## config.mk

```make
export PLATFORM = sky130hd
export DESIGN_NAME = smc_lite_top
export DESIGN_NICKNAME = d
export VERILOG_FILES = /design/src/smc_lite_pkg.sv /design/src/smc_access_ctl.sv /design/src/smc_addr_lite.sv /design/src/smc_apb_front.sv /design/src/smc_data_lane.sv /design/src/smc_lite_top.sv
export SDC_FILE = /design/constraint.sdc
export NUM_CORES = 1
export LEC_CHECK = 0
export BUFFER_PORTS_ARGS = -buffer_cell sky130_fd_sc_hd__buf_2
export CORE_MARGIN = 1
export CORE_UTILIZATION = 40
export CTS_CLUSTER_SIZE = 24
export DETAILED_ROUTE_END_ITERATION = 10
export GPL_TIMING_DRIVEN = 0
export RECOVER_POWER = 50
export SYNTH_ARGS = -nofsm -noshare
export SYNTH_HDL_FRONTEND = slang
export SYNTH_SLANG_ARGS = --single-unit
```

## constraint.sdc

```tcl
create_clock -name sys_clk10 -period 10.1 [get_ports sys_clk10]
set_clock_uncertainty 0.05 [all_clocks]
set_input_delay 2.02 -clock sys_clk10 [delete_from_list [all_inputs] [get_ports sys_clk10]]
set_output_delay 2.02 -clock sys_clk10 [all_outputs]
set_load 0.01 [all_outputs]
```

## src/smc_lite_pkg.sv

```systemverilog
/*
 * SMC lite shared definitions
 * Size codes, sequencer state codes and the SRAM address window
 */

package smc_lite_pkg;

   // ------------------------------
   // Transfer size codes (APB psize)
   // ------------------------------
   localparam logic [1:0] xsiz_8  = 2'b00;   // Byte
   localparam logic [1:0] xsiz_16 = 2'b01;   // Halfword
   localparam logic [1:0] xsiz_32 = 2'b10;   // Word

   // ------------------------------
   // External bus size codes (strap)
   // ------------------------------
   localparam logic [1:0] bsiz_8  = 2'b00;   // 8-bit SRAM
   localparam logic [1:0] bsiz_16 = 2'b01;   // 16-bit SRAM
   localparam logic [1:0] bsiz_32 = 2'b10;   // 32-bit SRAM

   // ------------------------------
   // Sequencer states, one-hot
   // ------------------------------
   localparam logic [4:0] smc_idle    = 5'b00001;   // Waiting for a transfer
   localparam logic [4:0] smc_rw      = 5'b00010;   // CS and BE active
   localparam logic [4:0] smc_done_st = 5'b00100;   // Response cycle

   // ------------------------------
   // SRAM address window
   // ------------------------------
   // Top nibble of paddr selects the bank
   localparam int unsigned smc_win_msb   = 31;
   localparam int unsigned smc_win_lsb   = 28;
   localparam logic [3:0]  smc_bank_base = 4'h6;   // 0x6000_0000 .. 0x6FFF_FFFF

endpackage

```

## src/smc_access_ctl.sv

```systemverilog
/*
 * Access sequencer
 * Splits one transfer into external accesses, two rw cycles each
 */

`timescale 1ns/1ps

module smc_access_ctl
(
   input  logic       sys_clk10,
   input  logic       n_sys_reset10,
   input  logic       valid_access,
   input  logic [1:0] xfer_size,
   input  logic [1:0] bus_size,
   output logic [4:0] smc_nextstate,
   output logic [1:0] r_num_access,
   output logic       smc_done,
   output logic [1:0] v_xfer_size,
   output logic [1:0] v_bus_size
);

   import smc_lite_pkg::*;

   logic [4:0] r_state;      // Current state
   logic       r_phase;      // Second cycle of an access
   logic [1:0] r_xfer_size;  // Stored transfer size
   logic [1:0] r_bus_size;   // Stored bus size
   logic [1:0] num_load;     // Accesses minus one for new transfer

   // ------------------------------
   // Size validation
   // ------------------------------
   // Live sizes in the start cycle, stored ones after
   assign v_xfer_size = valid_access ? xfer_size : r_xfer_size;
   assign v_bus_size  = valid_access ? bus_size  : r_bus_size;

   // Transfer bytes over bus bytes, at least one
   always_comb
   begin
      case ({xfer_size, bus_size})
         {xsiz_32, bsiz_8}  : num_load = 2'd3;
         {xsiz_32, bsiz_16} : num_load = 2'd1;
         {xsiz_16, bsiz_8}  : num_load = 2'd1;
         default            : num_load = 2'd0;   // Bus as wide as transfer or wider
      endcase
   end

   // ------------------------------
   // Next state
   // ------------------------------
   always_comb
   begin
      case (r_state)
         smc_idle    : smc_nextstate = valid_access ? smc_rw : smc_idle;
         smc_rw      : smc_nextstate = (r_phase && (r_num_access == 2'd0)) ?
                                       smc_done_st : smc_rw;
         smc_done_st : smc_nextstate = smc_idle;
         default     : smc_nextstate = smc_idle;     // Illegal code recovers
      endcase
   end

   // Last access ends
   assign smc_done = (r_state == smc_rw) && r_phase && (r_num_access == 2'd0);

   // ------------------------------
   // State, phase and counter
   // ------------------------------
   always_ff @(posedge sys_clk10 or negedge n_sys_reset10)
   begin
      if (!n_sys_reset10)
      begin
         r_state      <= smc_idle;
         r_phase      <= 1'b0;
         r_num_access <= 2'd0;
         r_xfer_size  <= xsiz_8;
         r_bus_size   <= bsiz_8;
      end
      else
      begin
         r_state <= smc_nextstate;
         r_phase <= (r_state == smc_rw) && !r_phase;   // Toggles while in rw
         if (valid_access)
         begin
            r_num_access <= num_load;
            r_xfer_size  <= xfer_size;
            r_bus_size   <= bus_size;
         end
         else if ((r_state == smc_rw) && r_phase && (r_num_access != 2'd0))
            r_num_access <= r_num_access - 2'd1;       // One access finished
      end
   end

endmodule

```

## src/smc_addr_lite.sv

```systemverilog
/*
 * Address stage
 * Registers the external address, chip select and byte enables per access
 */

`timescale 1ns/1ps

module smc_addr_lite
(
   input  logic        sys_clk10,
   input  logic        n_sys_reset10,
   input  logic        valid_access,
   input  logic [1:0]  r_num_access,
   input  logic [1:0]  v_bus_size,
   input  logic [1:0]  v_xfer_size,
   input  logic        cs,
   input  logic [31:0] addr,
   input  logic        smc_done,
   input  logic [4:0]  smc_nextstate,
   output logic [31:0] smc_addr,
   output logic [3:0]  smc_n_be,
   output logic        smc_n_cs,
   output logic [3:0]  n_be
);

   import smc_lite_pkg::*;

   logic       r_cs;      // Stored chip select
   logic [1:0] r_addr;    // Stored low address bits
   logic       v_cs;      // Validated chip select
   logic [1:0] v_addr;    // Validated low address bits
   logic       r_rw;      // Sequencer sits in rw
   logic       r_second;  // Second rw cycle of an access
   logic       acc_next;  // Access ends, another follows

   // ------------------------------
   // Stored request and rw tracking
   // ------------------------------
   always_ff @(posedge sys_clk10 or negedge n_sys_reset10)
   begin
      if (!n_sys_reset10)
      begin
         r_cs     <= 1'b0;
         r_rw     <= 1'b0;
         r_second <= 1'b0;
      end
      else
      begin
         if (valid_access)
            r_cs <= cs;
         r_rw     <= (smc_nextstate == smc_rw);
         r_second <= r_rw && !r_second;
      end
   end

   always_ff @(posedge sys_clk10)
   begin
      if (valid_access)
         r_addr <= addr[1:0];
   end

   assign v_cs   = valid_access ? cs        : r_cs;
   assign v_addr = valid_access ? addr[1:0] : r_addr;

   assign acc_next = r_rw && r_second && !smc_done;   // Final end is smc_done

   // ------------------------------
   // External address
   // ------------------------------
   // Little-endian, highest byte offset first
   always_ff @(posedge sys_clk10)
   begin
      if (valid_access)
      begin
         smc_addr[31:2] <= addr[31:2];
         case ({v_xfer_size, v_bus_size})
            {xsiz_32, bsiz_32} : smc_addr[1:0] <= 2'b00;
            {xsiz_32, bsiz_16} : smc_addr[1:0] <= 2'b10;
            {xsiz_32, bsiz_8}  : smc_addr[1:0] <= 2'b11;
            {xsiz_16, bsiz_8}  : smc_addr[1:0] <= {addr[1], 1'b1};
            {xsiz_16, bsiz_16},
            {xsiz_16, bsiz_32} : smc_addr[1:0] <= {addr[1], 1'b0};   // Halfword aligned
            default            : smc_addr[1:0] <= addr[1:0];         // Bytes as given
         endcase
      end
      else if (acc_next)
      begin
         case ({v_xfer_size, v_bus_size})
            {xsiz_32, bsiz_16} : smc_addr[1:0] <= 2'b00;
            {xsiz_32, bsiz_8}  : smc_addr[1:0] <= r_num_access - 2'd1;   // 3, 2, 1, 0
            {xsiz_16, bsiz_8}  : smc_addr[1:0] <= {r_addr[1], 1'b0};
            default            : smc_addr[1:0] <= smc_addr[1:0];         // Single access
         endcase
      end
   end

   // ------------------------------
   // Internal byte enables
   // ------------------------------
   always_comb
   begin
      n_be = 4'b1111;
      if (v_cs)
      begin
         case ({v_xfer_size, v_bus_size})
            {xsiz_8, bsiz_8}   : n_be = 4'b1110;                          // Lane 0
            {xsiz_8, bsiz_16}  : n_be = v_addr[0] ? 4'b1101 : 4'b1110;
            {xsiz_8, bsiz_32}  : n_be = ~(4'b0001 << v_addr);            // One lane of four
            {xsiz_16, bsiz_8}  : n_be = 4'b1110;
            {xsiz_16, bsiz_16} : n_be = 4'b1100;
            {xsiz_16, bsiz_32} : n_be = v_addr[1] ? 4'b0011 : 4'b1100;
            {xsiz_32, bsiz_8}  : n_be = 4'b1110;
            {xsiz_32, bsiz_16} : n_be = 4'b1100;
            {xsiz_32, bsiz_32} : n_be = 4'b0000;                          // Full word
            default            : n_be = 4'b1111;                          // Bad decode
         endcase
      end
   end

   // ------------------------------
   // Registered chip select and enables
   // ------------------------------
   always_ff @(posedge sys_clk10 or negedge n_sys_reset10)
   begin
      if (!n_sys_reset10)
      begin
         smc_n_cs <= 1'b1;
         smc_n_be <= 4'hf;
      end
      else if (smc_nextstate == smc_rw)
      begin
         smc_n_cs <= !v_cs;
         smc_n_be <= n_be;
      end
      else
      begin
         smc_n_cs <= 1'b1;   // Bus idle outside rw
         smc_n_be <= 4'hf;
      end
   end

endmodule

```

## src/smc_apb_front.sv

```systemverilog
/*
 * APB slave front stage
 * Captures one transfer, decodes the SRAM window and returns the response
 */

`timescale 1ns/1ps

module smc_apb_front
(
   input  logic        sys_clk10,
   input  logic        n_sys_reset10,
   // APB slave
   input  logic        psel,
   input  logic        penable,
   input  logic        pwrite,
   input  logic [31:0] paddr,
   input  logic [31:0] pwdata,
   input  logic [1:0]  psize,
   output logic        pready,
   output logic [31:0] prdata,
   output logic        pslverr,
   // To the controller
   output logic        valid_access,
   output logic        cs,
   output logic [31:0] addr,
   output logic [1:0]  xfer_size,
   output logic        write,
   output logic [31:0] wdata,
   input  logic        smc_done,
   input  logic [31:0] rd_word
);

   import smc_lite_pkg::*;

   logic r_busy;     // Transfer accepted, waiting for response
   logic r_ready;    // Registered pready for in-window transfers
   logic err_access; // Out-of-window access phase

   // ------------------------------
   // Request capture in setup phase
   // ------------------------------
   always_ff @(posedge sys_clk10)
   begin
      if (psel && !penable)
      begin
         addr      <= paddr;
         wdata     <= pwdata;
         write     <= pwrite;
         xfer_size <= (psize == 2'b11) ? xsiz_32 : psize;   // Reserved code as word
      end
   end

   // Window decode, control state
   always_ff @(posedge sys_clk10 or negedge n_sys_reset10)
   begin
      if (!n_sys_reset10)
      begin
         cs      <= 1'b0;
         r_busy  <= 1'b0;
         r_ready <= 1'b0;
      end
      else
      begin
         if (psel && !penable)
            cs <= (paddr[smc_win_msb:smc_win_lsb] == smc_bank_base);
         if (valid_access)
            r_busy <= 1'b1;
         else if (r_ready)
            r_busy <= 1'b0;                      // Master leaves access phase now
         r_ready <= smc_done;                    // One cycle after last access
      end
   end

   // Read word held for the response cycle
   always_ff @(posedge sys_clk10)
   begin
      if (smc_done)
         prdata <= rd_word;
   end

   // One pulse per transfer, first access-phase cycle
   assign valid_access = psel && penable && cs && !r_busy;
   assign err_access   = psel && penable && !cs;    // No external access

   assign pready  = r_ready || err_access;
   assign pslverr = err_access;

endmodule

```

## src/smc_data_lane.sv

```systemverilog
/*
 * Data lane stage
 * Steers write bytes onto the SRAM lanes, drives the strobe, gathers reads
 */

`timescale 1ns/1ps

module smc_data_lane
(
   input  logic        sys_clk10,
   input  logic        n_sys_reset10,
   input  logic [4:0]  smc_nextstate,
   input  logic        write,
   input  logic [31:0] wdata,
   input  logic [31:0] smc_addr,
   input  logic [3:0]  n_be,
   input  logic [1:0]  v_bus_size,
   input  logic [31:0] smc_data_in,
   output logic [31:0] smc_data_out,
   output logic        smc_n_we,
   output logic [31:0] rd_word
);

   import smc_lite_pkg::*;

   logic        r_rw;      // Sequencer sits in rw
   logic        r_second;  // Second rw cycle of an access
   logic [31:0] r_rd;      // Bytes gathered so far
   logic [31:0] rd_merge;  // Gathered bytes plus current lanes

   // Word byte carried on a bus lane, lane = byte mod bus bytes
   function automatic logic [1:0] byte_pos(input logic [1:0] bsz, input logic [1:0] a,
                                           input logic [1:0] lane);
      case (bsz)
         bsiz_8  : byte_pos = a;                // Only lane 0 used
         bsiz_16 : byte_pos = {a[1], lane[0]};
         default : byte_pos = lane;
      endcase
   endfunction

   // ------------------------------
   // Access phase and write strobe
   // ------------------------------
   always_ff @(posedge sys_clk10 or negedge n_sys_reset10)
   begin
      if (!n_sys_reset10)
      begin
         r_rw     <= 1'b0;
         r_second <= 1'b0;
         smc_n_we <= 1'b1;
      end
      else
      begin
         r_rw     <= (smc_nextstate == smc_rw);
         r_second <= r_rw && !r_second;
         smc_n_we <= !(write && r_rw && !r_second);   // Low in second cycle only
      end
   end

   // ------------------------------
   // Lane steering
   // ------------------------------
   always_comb
   begin
      smc_data_out = 32'h0;
      rd_merge     = r_rd;
      for (int l = 0; l < 4; l++)
      begin
         if (!n_be[l])
         begin
            smc_data_out[8*l +: 8] = wdata[8*byte_pos(v_bus_size, smc_addr[1:0], 2'(l)) +: 8];
            if (r_second && !write)
               rd_merge[8*byte_pos(v_bus_size, smc_addr[1:0], 2'(l)) +: 8] =
                  smc_data_in[8*l +: 8];   // Sampled at end of access
         end
      end
   end

   // Gathered read bytes
   always_ff @(posedge sys_clk10)
   begin
      r_rd <= rd_merge;
   end

   assign rd_word = rd_merge;   // Complete while smc_done is high

endmodule

```

## src/smc_lite_top.sv

```systemverilog
/*
 * SMC lite top level
 * APB front, access sequencer, address stage and data lane stage
 */

`timescale 1ns/1ps

module smc_lite_top
(
   input  logic        sys_clk10,
   input  logic        n_sys_reset10,
   // APB slave
   input  logic        psel,
   input  logic        penable,
   input  logic        pwrite,
   input  logic [31:0] paddr,
   input  logic [31:0] pwdata,
   input  logic [1:0]  psize,
   output logic        pready,
   output logic [31:0] prdata,
   output logic        pslverr,
   // SRAM bus
   input  logic [1:0]  bus_size,
   input  logic [31:0] smc_data_in,
   output logic [31:0] smc_addr,
   output logic [3:0]  smc_n_be,
   output logic        smc_n_cs,
   output logic        smc_n_we,
   output logic [31:0] smc_data_out
);

   // ------------------------------
   // Stage interconnect
   // ------------------------------
   logic        valid_access;
   logic        cs;
   logic [31:0] addr;
   logic [1:0]  xfer_size;
   logic        write;
   logic [31:0] wdata;
   logic        smc_done;
   logic [31:0] rd_word;
   logic [4:0]  smc_nextstate;
   logic [1:0]  r_num_access;
   logic [1:0]  v_xfer_size;
   logic [1:0]  v_bus_size;
   logic [3:0]  n_be;         // Unregistered enables for lane steering

   smc_apb_front front_i
   (
      .sys_clk10     (sys_clk10),
      .n_sys_reset10 (n_sys_reset10),
      .psel          (psel),
      .penable       (penable),
      .pwrite        (pwrite),
      .paddr         (paddr),
      .pwdata        (pwdata),
      .psize         (psize),
      .pready        (pready),
      .prdata        (prdata),
      .pslverr       (pslverr),
      .valid_access  (valid_access),
      .cs            (cs),
      .addr          (addr),
      .xfer_size     (xfer_size),
      .write         (write),
      .wdata         (wdata),
      .smc_done      (smc_done),
      .rd_word       (rd_word)
   );

   smc_access_ctl access_ctl_i
   (
      .sys_clk10     (sys_clk10),
      .n_sys_reset10 (n_sys_reset10),
      .valid_access  (valid_access),
      .xfer_size     (xfer_size),
      .bus_size      (bus_size),
      .smc_nextstate (smc_nextstate),
      .r_num_access  (r_num_access),
      .smc_done      (smc_done),
      .v_xfer_size   (v_xfer_size),
      .v_bus_size    (v_bus_size)
   );

   smc_addr_lite addr_lite_i
   (
      .sys_clk10     (sys_clk10),
      .n_sys_reset10 (n_sys_reset10),
      .valid_access  (valid_access),
      .r_num_access  (r_num_access),
      .v_bus_size    (v_bus_size),
      .v_xfer_size   (v_xfer_size),
      .cs            (cs),
      .addr          (addr),
      .smc_done      (smc_done),
      .smc_nextstate (smc_nextstate),
      .smc_addr      (smc_addr),
      .smc_n_be      (smc_n_be),
      .smc_n_cs      (smc_n_cs),
      .n_be          (n_be)
   );

   smc_data_lane data_lane_i
   (
      .sys_clk10     (sys_clk10),
      .n_sys_reset10 (n_sys_reset10),
      .smc_nextstate (smc_nextstate),
      .write         (write),
      .wdata         (wdata),
      .smc_addr      (smc_addr),
      .n_be          (n_be),
      .v_bus_size    (v_bus_size),
      .smc_data_in   (smc_data_in),
      .smc_data_out  (smc_data_out),
      .smc_n_we      (smc_n_we),
      .rd_word       (rd_word)
   );

endmodule
```

== Word level (Yosys, flattened, before mapping) ==
Cells that the tools add are included.
Word-level totals
  register bits after elaboration: 190
  bits in latches: 0
  memory bits (writable): 0
  ROM bits: 0
  bits of input ports: 105
  output and inout port bits: 104
  logic and storage cells: 155
  memories: 0
Cells by class
  add/sub/neg operators: 5
  multiply operators: 0
  divide/modulo/power cells: 0
  $lt $le $gt $ge: 0
  equality and inequality tests: 17
  shifts and indexed selects: 13
  mux-type cells: 54
  bitwise gates (word level): 1
  reduce and logical (&&, ||, !) cells: 41
Operator list (count)
  32-bit two-way mux: 8
  5-bit negator with 34-bit output: 4
  8-bit by 34-bit variable shift with 32-bit output (first input constant): 4
  8-bit by 34-bit indexed part select with 32-bit output: 4
  32-bit bitwise mux: 4
  32-bit by 6-bit indexed part select with 8-bit output: 4
  2-bit two-way mux: 21
  8-bit two-way mux: 4
  4-bit case mux with 6 select lines: 1
  4-bit by 3-bit equality test with 1-bit output (second input constant): 5
  4-bit equality test (second input constant): 5
  2-bit case mux with 2 select lines: 5
  1-bit logical AND: 17
  4-bit two-way mux: 3
  5-bit by 2-bit equality test with 1-bit output (second input constant): 2
  1-bit logical NOT: 10
  2-bit case mux with 5 select lines: 1
  5-bit case mux with 2 select lines: 1
  2-bit nonzero test: 4
  2-bit case mux with 3 select lines: 1
  2-bit OR reduction: 3
  5-bit by 1-bit equality test with 1-bit output (second input constant): 1
  4-bit by 1-bit equality test with 1-bit output (second input constant): 1
  4-bit by 2-bit equality test with 1-bit output (second input constant): 1
  other kinds (13): 17

== Longest topological paths before layout ==
Gate-level depths: netlist of the first run.
  depth in word-level cells: 23
  depth in mapped cells: 15
  mapped depth without buffers: 13

== Cells and area by module ==
Synthesis of the first run repeated with hierarchy kept, for this count alone.
Second synthesis, totals
  cell total of the unflattened synthesis: 694
  area, all modules: 8811.0 sq um
Modules (own cells, without submodules)
  smc_data_lane: instances 1, cells each 431, area each 3557.2 sq um
  smc_apb_front: instances 1, cells each 114, area each 3134.3 sq um
  smc_addr_lite: instances 1, cells each 105, area each 1617.8 sq um
  smc_access_ctl: instances 1, cells each 44, area each 501.7 sq um

== Least setup slack after synthesis of the first run ==
OpenSTA, ideal clock, no wires.
  path kind: input -> output
  from: in psel
  to: out smc_data_out[26]
  arrival time: 4.252 ns
  required time: 8.030 ns
  slack: 3.778 ns
  stages on the path: 10
  cells stage by stage: nand4b_4 -> inv_2 -> buf_2 -> nor2_1 -> a21oi_1 -> inv_1 -> nor2_1 -> clkbuf_1 -> nor2_1 -> a211oi_1
Between the ends
  word-level cells in the longest chain between the ends: 9
RTL lines
  start, declared: RTL line smc_lite_top.sv:13  | input logic psel,
  1-bit logical AND (*) (3 in a row): RTL line smc_apb_front.sv:82  | assign valid_access = psel && penable && cs && !r_busy;
  net access_ctl_i.valid_access: RTL line smc_access_ctl.sv:12  | input logic valid_access,
  2-bit two-way mux (*): RTL line smc_access_ctl.sv:35  | assign v_bus_size = valid_access ? bus_size : r_bus_size;
  net access_ctl_i.v_bus_size[1]: RTL line smc_access_ctl.sv:19  | output logic [1:0] v_bus_size
  2-bit by 1-bit equality test with 1-bit output (tied with other cells): RTL line smc_data_lane.sv:34  | case (bsz)
  2-bit case mux with 2 select lines (tied with other cells): RTL line smc_data_lane.sv:34
  2-bit two-way mux / 4-bit case mux with 6 select lines (equally long branches): RTL line smc_data_lane.sv:69, smc_addr_lite.sv:105
  32-bit by 6-bit indexed part select with 8-bit output / 4-bit two-way mux (equally long branches): RTL line smc_data_lane.sv:71, smc_addr_lite.sv:103
  8-bit two-way mux (*): RTL line smc_data_lane.sv:69  | if (!n_be[l])
  end, declared: RTL line smc_lite_top.sv:29  | output logic [31:0] smc_data_out
Mark *: on every way through the listed nets, which the timed path passes. The rest lies on a longest branch. The select of a mux whose other input is x is not followed.

== Worst setup path in the final report of the first run ==
  from: in psel
  to: out smc_data_out[18]
The elaborated chain is that of the path after synthesis.

==> impl_metrics.json, run 1 <==
{
  "status": "complete, but fails checks",
  "violations": "max-capacitance violations, max-slew violations",
  "power-per-cell-area_nw_per_um2": 158,
  "synth-async-reset-ratio": 0.122,
  "clock_sinks": 188,
  "grt_usage": 0.200,
  "finalWirelength_um": 20600,
  "root_buffer": "clkbuf_16",
  "synth_enable_flop_cells": 131,
  "synth_cells": 674,
  "period_needed_ns": 7.99,
  "critPathKind": "input port to primary output",
  "p_clk_frac": 0.436,
  "maxSlewViolCount": 103,
  "cp-start-kind": "input port",
  "p_sw_frac": 0.242,
  "fin_util": 0.513,
  "cts_buffers": 17,
  "routabilityCongestion": 0.888,
  "seqPwrFrac": 0.532,
  "seq_area_frac_synth": 0.639,
  "p_comb_frac": 0.032,
  "synth_area_sq_um": 8140,
  "start_util": 0.413,
  "min_path_cells": 0,
  "max_stage_delay_ns": 0.74,
  "synth-compound-area-share": 0.127,
  "instances_no_fill": 1183,
  "via_count": 6110,
  "max-vdd-ir-drop_mv": 0.116,
  "tns_ns": 0,
  "synthSimpleGateAreaFrac": 0.140,
  "final_layout_size_suffix_gt1_frac": 0.290,
  "cts.path.max_buffers": 2,
  "cp_common_cell": "nor2_1",
  "grt_pass1_wl_um": 30800,
  "port_buffers": 207,
  "fmax_mhz": 125,
  "rsz0062_at_grt": "no",
  "design_area_sq_um": 10100,
  "drcViolationCount": 0,
  "min_path_type": "flip-flop to flip-flop",
  "cp.arrival_ns": 5.92,
  "p_total_mw": 1.60,
  "drt_pass1_iterations": 5,
  "die_h_um": 145,
  "clk_latency_ns": 0.44,
  "boundaryPins": 209,
  "slowest_stage": "buf_2",
  "nNetsFinal": 1029,
  "synth_ff_type": "edfxtp_1",
  "finalHoldViolations": 0,
  "core_area_sq_um": 19700,
  "critPathMaxFanout": 39,
  "critPathRequiredTime_ns": 8.03,
  "synth_cell_type_count": 57,
  "synthAdderAreaFrac": 0.0323,
  "grt_pass1_vias": 5713,
  "end_kind": "primary output",
  "dpl.cell_count": 1149,
  "fin_crit_sh": 0.791,
  "cp_top_family": "buffers and inverters",
  "synth_xor_area_frac": 0.00108,
  "syn-num-nets": 800,
  "dp_worst_setup_slack_ns": 2.64,
  "die_w_um": 145,
  "grt_max_degree": 40,
  "max-cap-violations": 3,
  "ys_seq_elements": 188,
  "drtIter0Drc": 367,
  "postSynthAreaPerCell_sq_um": 12.1,
  "clkTransAtPathRegs_ns": 0.08,
  "multiInputGateArea_sq_um": 2730,
  "synthMuxAreaShare": 0.0372,
  "hold_slack_ns": 0.369,
  "worstPathCellList": "clkbuf_1 > nand4b_1 > inv_1 > buf_2 > nor2_1 > a21oi_1 > inv_1 > nor2_1 > clkbuf_1 > nor2_1 > a211oi_1 > buf_2",
  "ctsResizeCount": 0,
  "cts_setup_buffers": 0,
  "power.switching_uw": 387,
  "ff2ff_path_depth": 15,
  "setup_viol": 0,
  "routedWlPerCell_um": 17.4,
  "ant_nets": 0,
  "antenna_found_initial": 2,
  "relSlewSlack": -0.262,
  "regArea_sq_um": 5200,
  "vias_per_cell": 5.16,
  "htree_levels": 4,
  "yosysWarningCount": 0,
  "grt_remaining_overflow": 0,
  "dp_hpwl_um": 14700,
  "layout_setup_ws_ns": 2.11,
  "crit_cells": 12,
  "cts_tree": "built",
  "synthToLayoutAreaGrowth_pct": 24.4,
  "worst-path-buf-inv": 6,
  "p_leak_nw": 4.20,
  "worst_slew_pin_slew_ns": 1.89,
  "power.internal_mw": 1.21,
  "rows": 51,
  "synth_top_family_by_area": "simple AND/OR/NAND/NOR gates",
  "place_area_sq_um": 9580,
  "ctsHoldBuffers": 0,
  "fillers": 1752,
  "dieArea_sq_um": 20900
}
[metal layers]
metal	vias to the layer above	track usage	wire [um]
met4	0	0.0598	213
met1	2915	0.271	9350
met5	-	0	0
li1	2962	-	-
met2	217	0.312	9690
met3	16	0.0553	1330
[cell usage after synthesis, types with 4 or more instances]
library cell  number  area (sq um)
o22ai_1            5          31.3
nand3_1           15          75.1
inv_1             17          63.8
a22oi_1           13          97.6
nand2b_1          10          62.6
a221o_1            7          70.1
dfxtp_1           34           681
edfxtp_1         131          3930
a21oi_1           33           165
ha_1              21           263
clkbuf_1          21          78.8
mux2i_1           19           190
nor2b_1           11          68.8
or3_1              4          25.0
nor2_1            55           206
nand3b_1           4          30.0
o21a_1            10          75.1
nor3_1            10          50.1
nand2_1           82           308
and3_1            21           131
mux2_2            10           113
a211oi_1          36           270
o21ai_1            8          40.0
dfrtp_1           16           400
dfstp_2            7           184
o21ai_0           28           140
[placed cells by master, fill, tap and decap left out, types with 4 or more instances in the layout]
master     instances
a211oi_1          36
inv_1             18
clkbuf_1          29
o21ai_1            8
a21oi_1           33
ha_1              21
inv_6              4
clkinv_8           4
and3_1            21
nand3_1           15
nor3_1            10
mux2i_1           19
edfxtp_1         131
nor2b_1           11
clkbuf_16         17
nand2b_1          10
a22oi_1           13
buf_2            205
nor2_1            55
or3_1              4
nand2_1           82
dfxtp_1           34
dfrtp_1           16
o22ai_1            5
nand3b_1           4
o21a_1            10
mux2_2            10
inv_12             4
a221o_1            7
o21ai_0           28
dfstp_2            7
[power groups by stage]
stage | sequential (mW) | clock [mW] | combinational (mW)
floorplan | 0.866 | 0 | 0.0202
global placement | 0.868 | 0 | 0.0504
detailed placement | 0.868 | 0 | 0.0532
CTS | 0.850 | 0.712 | 0.0534
global route | 0.853 | 0.740 | 0.0567
finish | 0.851 | 0.697 | 0.0509
[worst paths after layout]
kind | from | endpoint | slack, ns
worst max-delay path | psel | smc_data_out[18] | 2.11
worst min-delay path | front_i.addr[2]$_DFFE_PP_ | addr_lite_i.smc_addr[2]$_DFFE_PP_ | 0.37
worst max register to register | front_i.r_busy$_DFFE_PN0P_ | front_i.prdata[29]$_DFFE_PP_ | 3.91
worst min register to register | front_i.addr[2]$_DFFE_PP_ | addr_lite_i.smc_addr[2]$_DFFE_PP_ | 0.37
max in group asynchronous | n_sys_reset10 | access_ctl_i.r_xfer_size[0]$_DFF_PN0_ | 7.51
min in group asynchronous | n_sys_reset10 | front_i.cs$_DFFE_PN0P_ | 1.77
[registers in the layout (all words and copies together), names as in the netlist]
name,count
access_ctl_i.r_phase,1
access_ctl_i.r_bus_size,2
access_ctl_i.r_xfer_size,2
front_i.addr,32
front_i.r_busy,1
addr_lite_i.r_second,1
data_lane_i.r_second,1
front_i.r_ready,1
addr_lite_i.smc_n_be,4
access_ctl_i.r_num_access,2
addr_lite_i.smc_addr,32
front_i.write,1
addr_lite_i.r_rw,1
access_ctl_i.r_state,3
addr_lite_i.r_cs,1
front_i.wdata,32
addr_lite_i.smc_n_cs,1
data_lane_i.smc_n_we,1
front_i.xfer_size,2
addr_lite_i.r_addr,2
data_lane_i.r_rd,32
front_i.cs,1
front_i.prdata,32
[layout make-up]
cell class | instances | share of cell area
clock buffers | 17 | 0.0420
plain buffers | 28 | 0.0119
multi-input cells | 439 | 0.270
clock inverters | 15 | 0.0196
repair buffers | 210 | 0.103
inverters | 19 | 0.00704
diodes | 2 | 0.000494
flip-flops and latches | 188 | 0.513
well taps | 265 | 0.0327
[logic make-up after synthesis]
logic type	Yosys count
xor+xnor	1
flops	188
mux	29
simple gates	231
buf+inv	47
compound gates	157
fa+ha+maj	21
(Power assumes the default switching activity.)
==> run 2, diff against run 1 <==
clock period = 8 ns   (was 10.1 ns; I/O delays follow)
==> impl_metrics.json, run 2 (synthesized netlist as in run 1, its figures left out) <==
{
  "grt_pass1_wl_um": 30800,
  "port_buffers": 207,
  "instances_no_fill": 1183,
  "via_count": 6122,
  "power.internal_mw": 1.53,
  "root_buffer": "clkbuf_16",
  "vias_per_cell": 5.17,
  "power-per-cell-area_nw_per_um2": 199,
  "start_util": 0.413,
  "routedWlPerCell_um": 17.4,
  "max-cap-violations": 3,
  "violations": "max-capacitance violations, max-slew violations",
  "p_sw_frac": 0.243,
  "clk_latency_ns": 0.44,
  "ff2ff_path_depth": 15,
  "finalWirelength_um": 20600,
  "power.switching_uw": 490,
  "critPathMaxFanout": 39,
  "p_leak_nw": 4.20,
  "status": "complete, but fails checks",
  "dp_hpwl_um": 14700,
  "grt_usage": 0.200,
  "ant_nets": 0,
  "cp.arrival_ns": 5.43,
  "nNetsFinal": 1029,
  "dieArea_sq_um": 20900,
  "grt_pass1_vias": 5713,
  "cp-start-kind": "input port",
  "final_cell_mix": "buf_2 (205), edfxtp_1 (131), nand2_1 (82)",
  "worst_slew_pin_slew_ns": 1.89,
  "critPathKind": "input port to primary output",
  "period_needed_ns": 7.08,
  "p_clk_frac": 0.436,
  "routabilityCongestion": 0.888,
  "p_total_mw": 2.02,
  "maxSlewViolCount": 103,
  "worst-path-buf-inv": 6,
  "ctsResizeCount": 0,
  "drcViolationCount": 0,
  "cts_setup_buffers": 0,
  "layout_commonest_cell": "buf_2",
  "antenna_found_initial": 2,
  "rsz0062_at_grt": "no",
  "seqPwrFrac": 0.532,
  "crit_cells": 12,
  "tns_ns": 0,
  "drtIter0Drc": 371,
  "htree_levels": 4,
  "die_w_um": 145,
  "min_path_type": "flip-flop to flip-flop",
  "slowest_stage": "buf_2",
  "synthToLayoutAreaGrowth_pct": 24.4,
  "finalHoldViolations": 0,
  "dp_worst_setup_slack_ns": 1.08,
  "worstPathCellList": "clkbuf_1 > nand4b_1 > inv_2 > buf_2 > nor2_1 > a21oi_1 > inv_1 > nor2_1 > clkbuf_1 > nor2_1 > a211oi_1 > buf_2",
  "end_kind": "primary output",
  "cts_tree": "built",
  "min_path_cells": 0,
  "critPathRequiredTime_ns": 6.35,
  "clkTransAtPathRegs_ns": 0.08,
  "max-vdd-ir-drop_mv": 0.147,
  "dpl.cell_count": 1149,
  "rows": 51,
  "grt_max_degree": 40,
  "p_comb_frac": 0.032,
  "final_layout_size_suffix_gt1_frac": 0.291,
  "clock_sinks": 188,
  "fmax_mhz": 141,
  "drt_pass1_iterations": 5,
  "cts.path.max_buffers": 2,
  "die_h_um": 145,
  "relSlewSlack": -0.262,
  "max_stage_delay_ns": 0.72,
  "cp_top_family": "buffers and inverters",
  "layout_setup_ws_ns": 0.925,
  "cp_common_cell": "nor2_1",
  "fin_util": 0.513,
  "grt_remaining_overflow": 0,
  "setup_viol": 0,
  "fillers": 1752,
  "fin_crit_sh": 0.884,
  "core_area_sq_um": 19700,
  "boundaryPins": 209,
  "ctsHoldBuffers": 0,
  "cts_buffers": 17
}
==> run 2: cell counts in the layout (fill, tap and decap cells not counted) <==
No cell type changed its count.
==> run 2: area by class of cell <==
type,instances,area (sq um),share of cell area
flip-flops and latches,188,5200,0.513
clock inverters,15,199,0.0196
plain buffers,28,120,0.0119
clock buffers,17,425,0.0420
multi-input cells,439,2730,0.270
well taps,265,332,0.0327
repair buffers,210,1040,0.103
diodes,2,5.00,0.000494
inverters,19,71.3,0.00704
==> run 2: routing by layer <==
| layer | wire (um) | track usage | vias up |
|---|---|---|---|
| li1 | - | - | 2965 |
| met1 | 9310 | 0.271 | 2916 |
| met2 | 9680 | 0.312 | 223 |
| met3 | 1380 | 0.0553 | 18 |
| met4 | 241 | 0.0598 | 0 |
| met5 | 0 | 0 | - |
==> run 2: final timing paths <==
path	startpoint	end	slack (ns)
hold reg to reg	front_i.addr[2]$_DFFE_PP_	addr_lite_i.smc_addr[2]$_DFFE_PP_	0.37
min in group asynchronous	n_sys_reset10	front_i.cs$_DFFE_PN0P_	1.34
setup / recovery	psel	smc_data_out[18]	0.92
max in group asynchronous	n_sys_reset10	access_ctl_i.r_xfer_size[0]$_DFF_PN0_	5.83
hold / removal	front_i.addr[2]$_DFFE_PP_	addr_lite_i.smc_addr[2]$_DFFE_PP_	0.37
setup reg to reg	front_i.r_busy$_DFFE_PN0P_	front_i.prdata[29]$_DFFE_PP_	1.88
==> run 2: stage by stage <==
stage / instance area (sq um) / hold slack [ns]
5_1_grt: 10100 / 0.378
3_3_place_gp: 9510 / 0.350
6_report: 10100 / 0.369
4_1_cts: 10200 / 0.373
3_5_place_dp: 9580 / 0.355
2_1_floorplan: 8140 / 0.339
==> run 2: power by group through the flow <==
stage	Combinational (mW)	Sequential, mW	Clock [mW]
floorplan	0.0255	1.09	0
global placement	0.0637	1.10	0
detailed placement	0.0671	1.10	0
CTS	0.0675	1.07	0.899
global route	0.0716	1.08	0.934
finish	0.0642	1.07	0.880
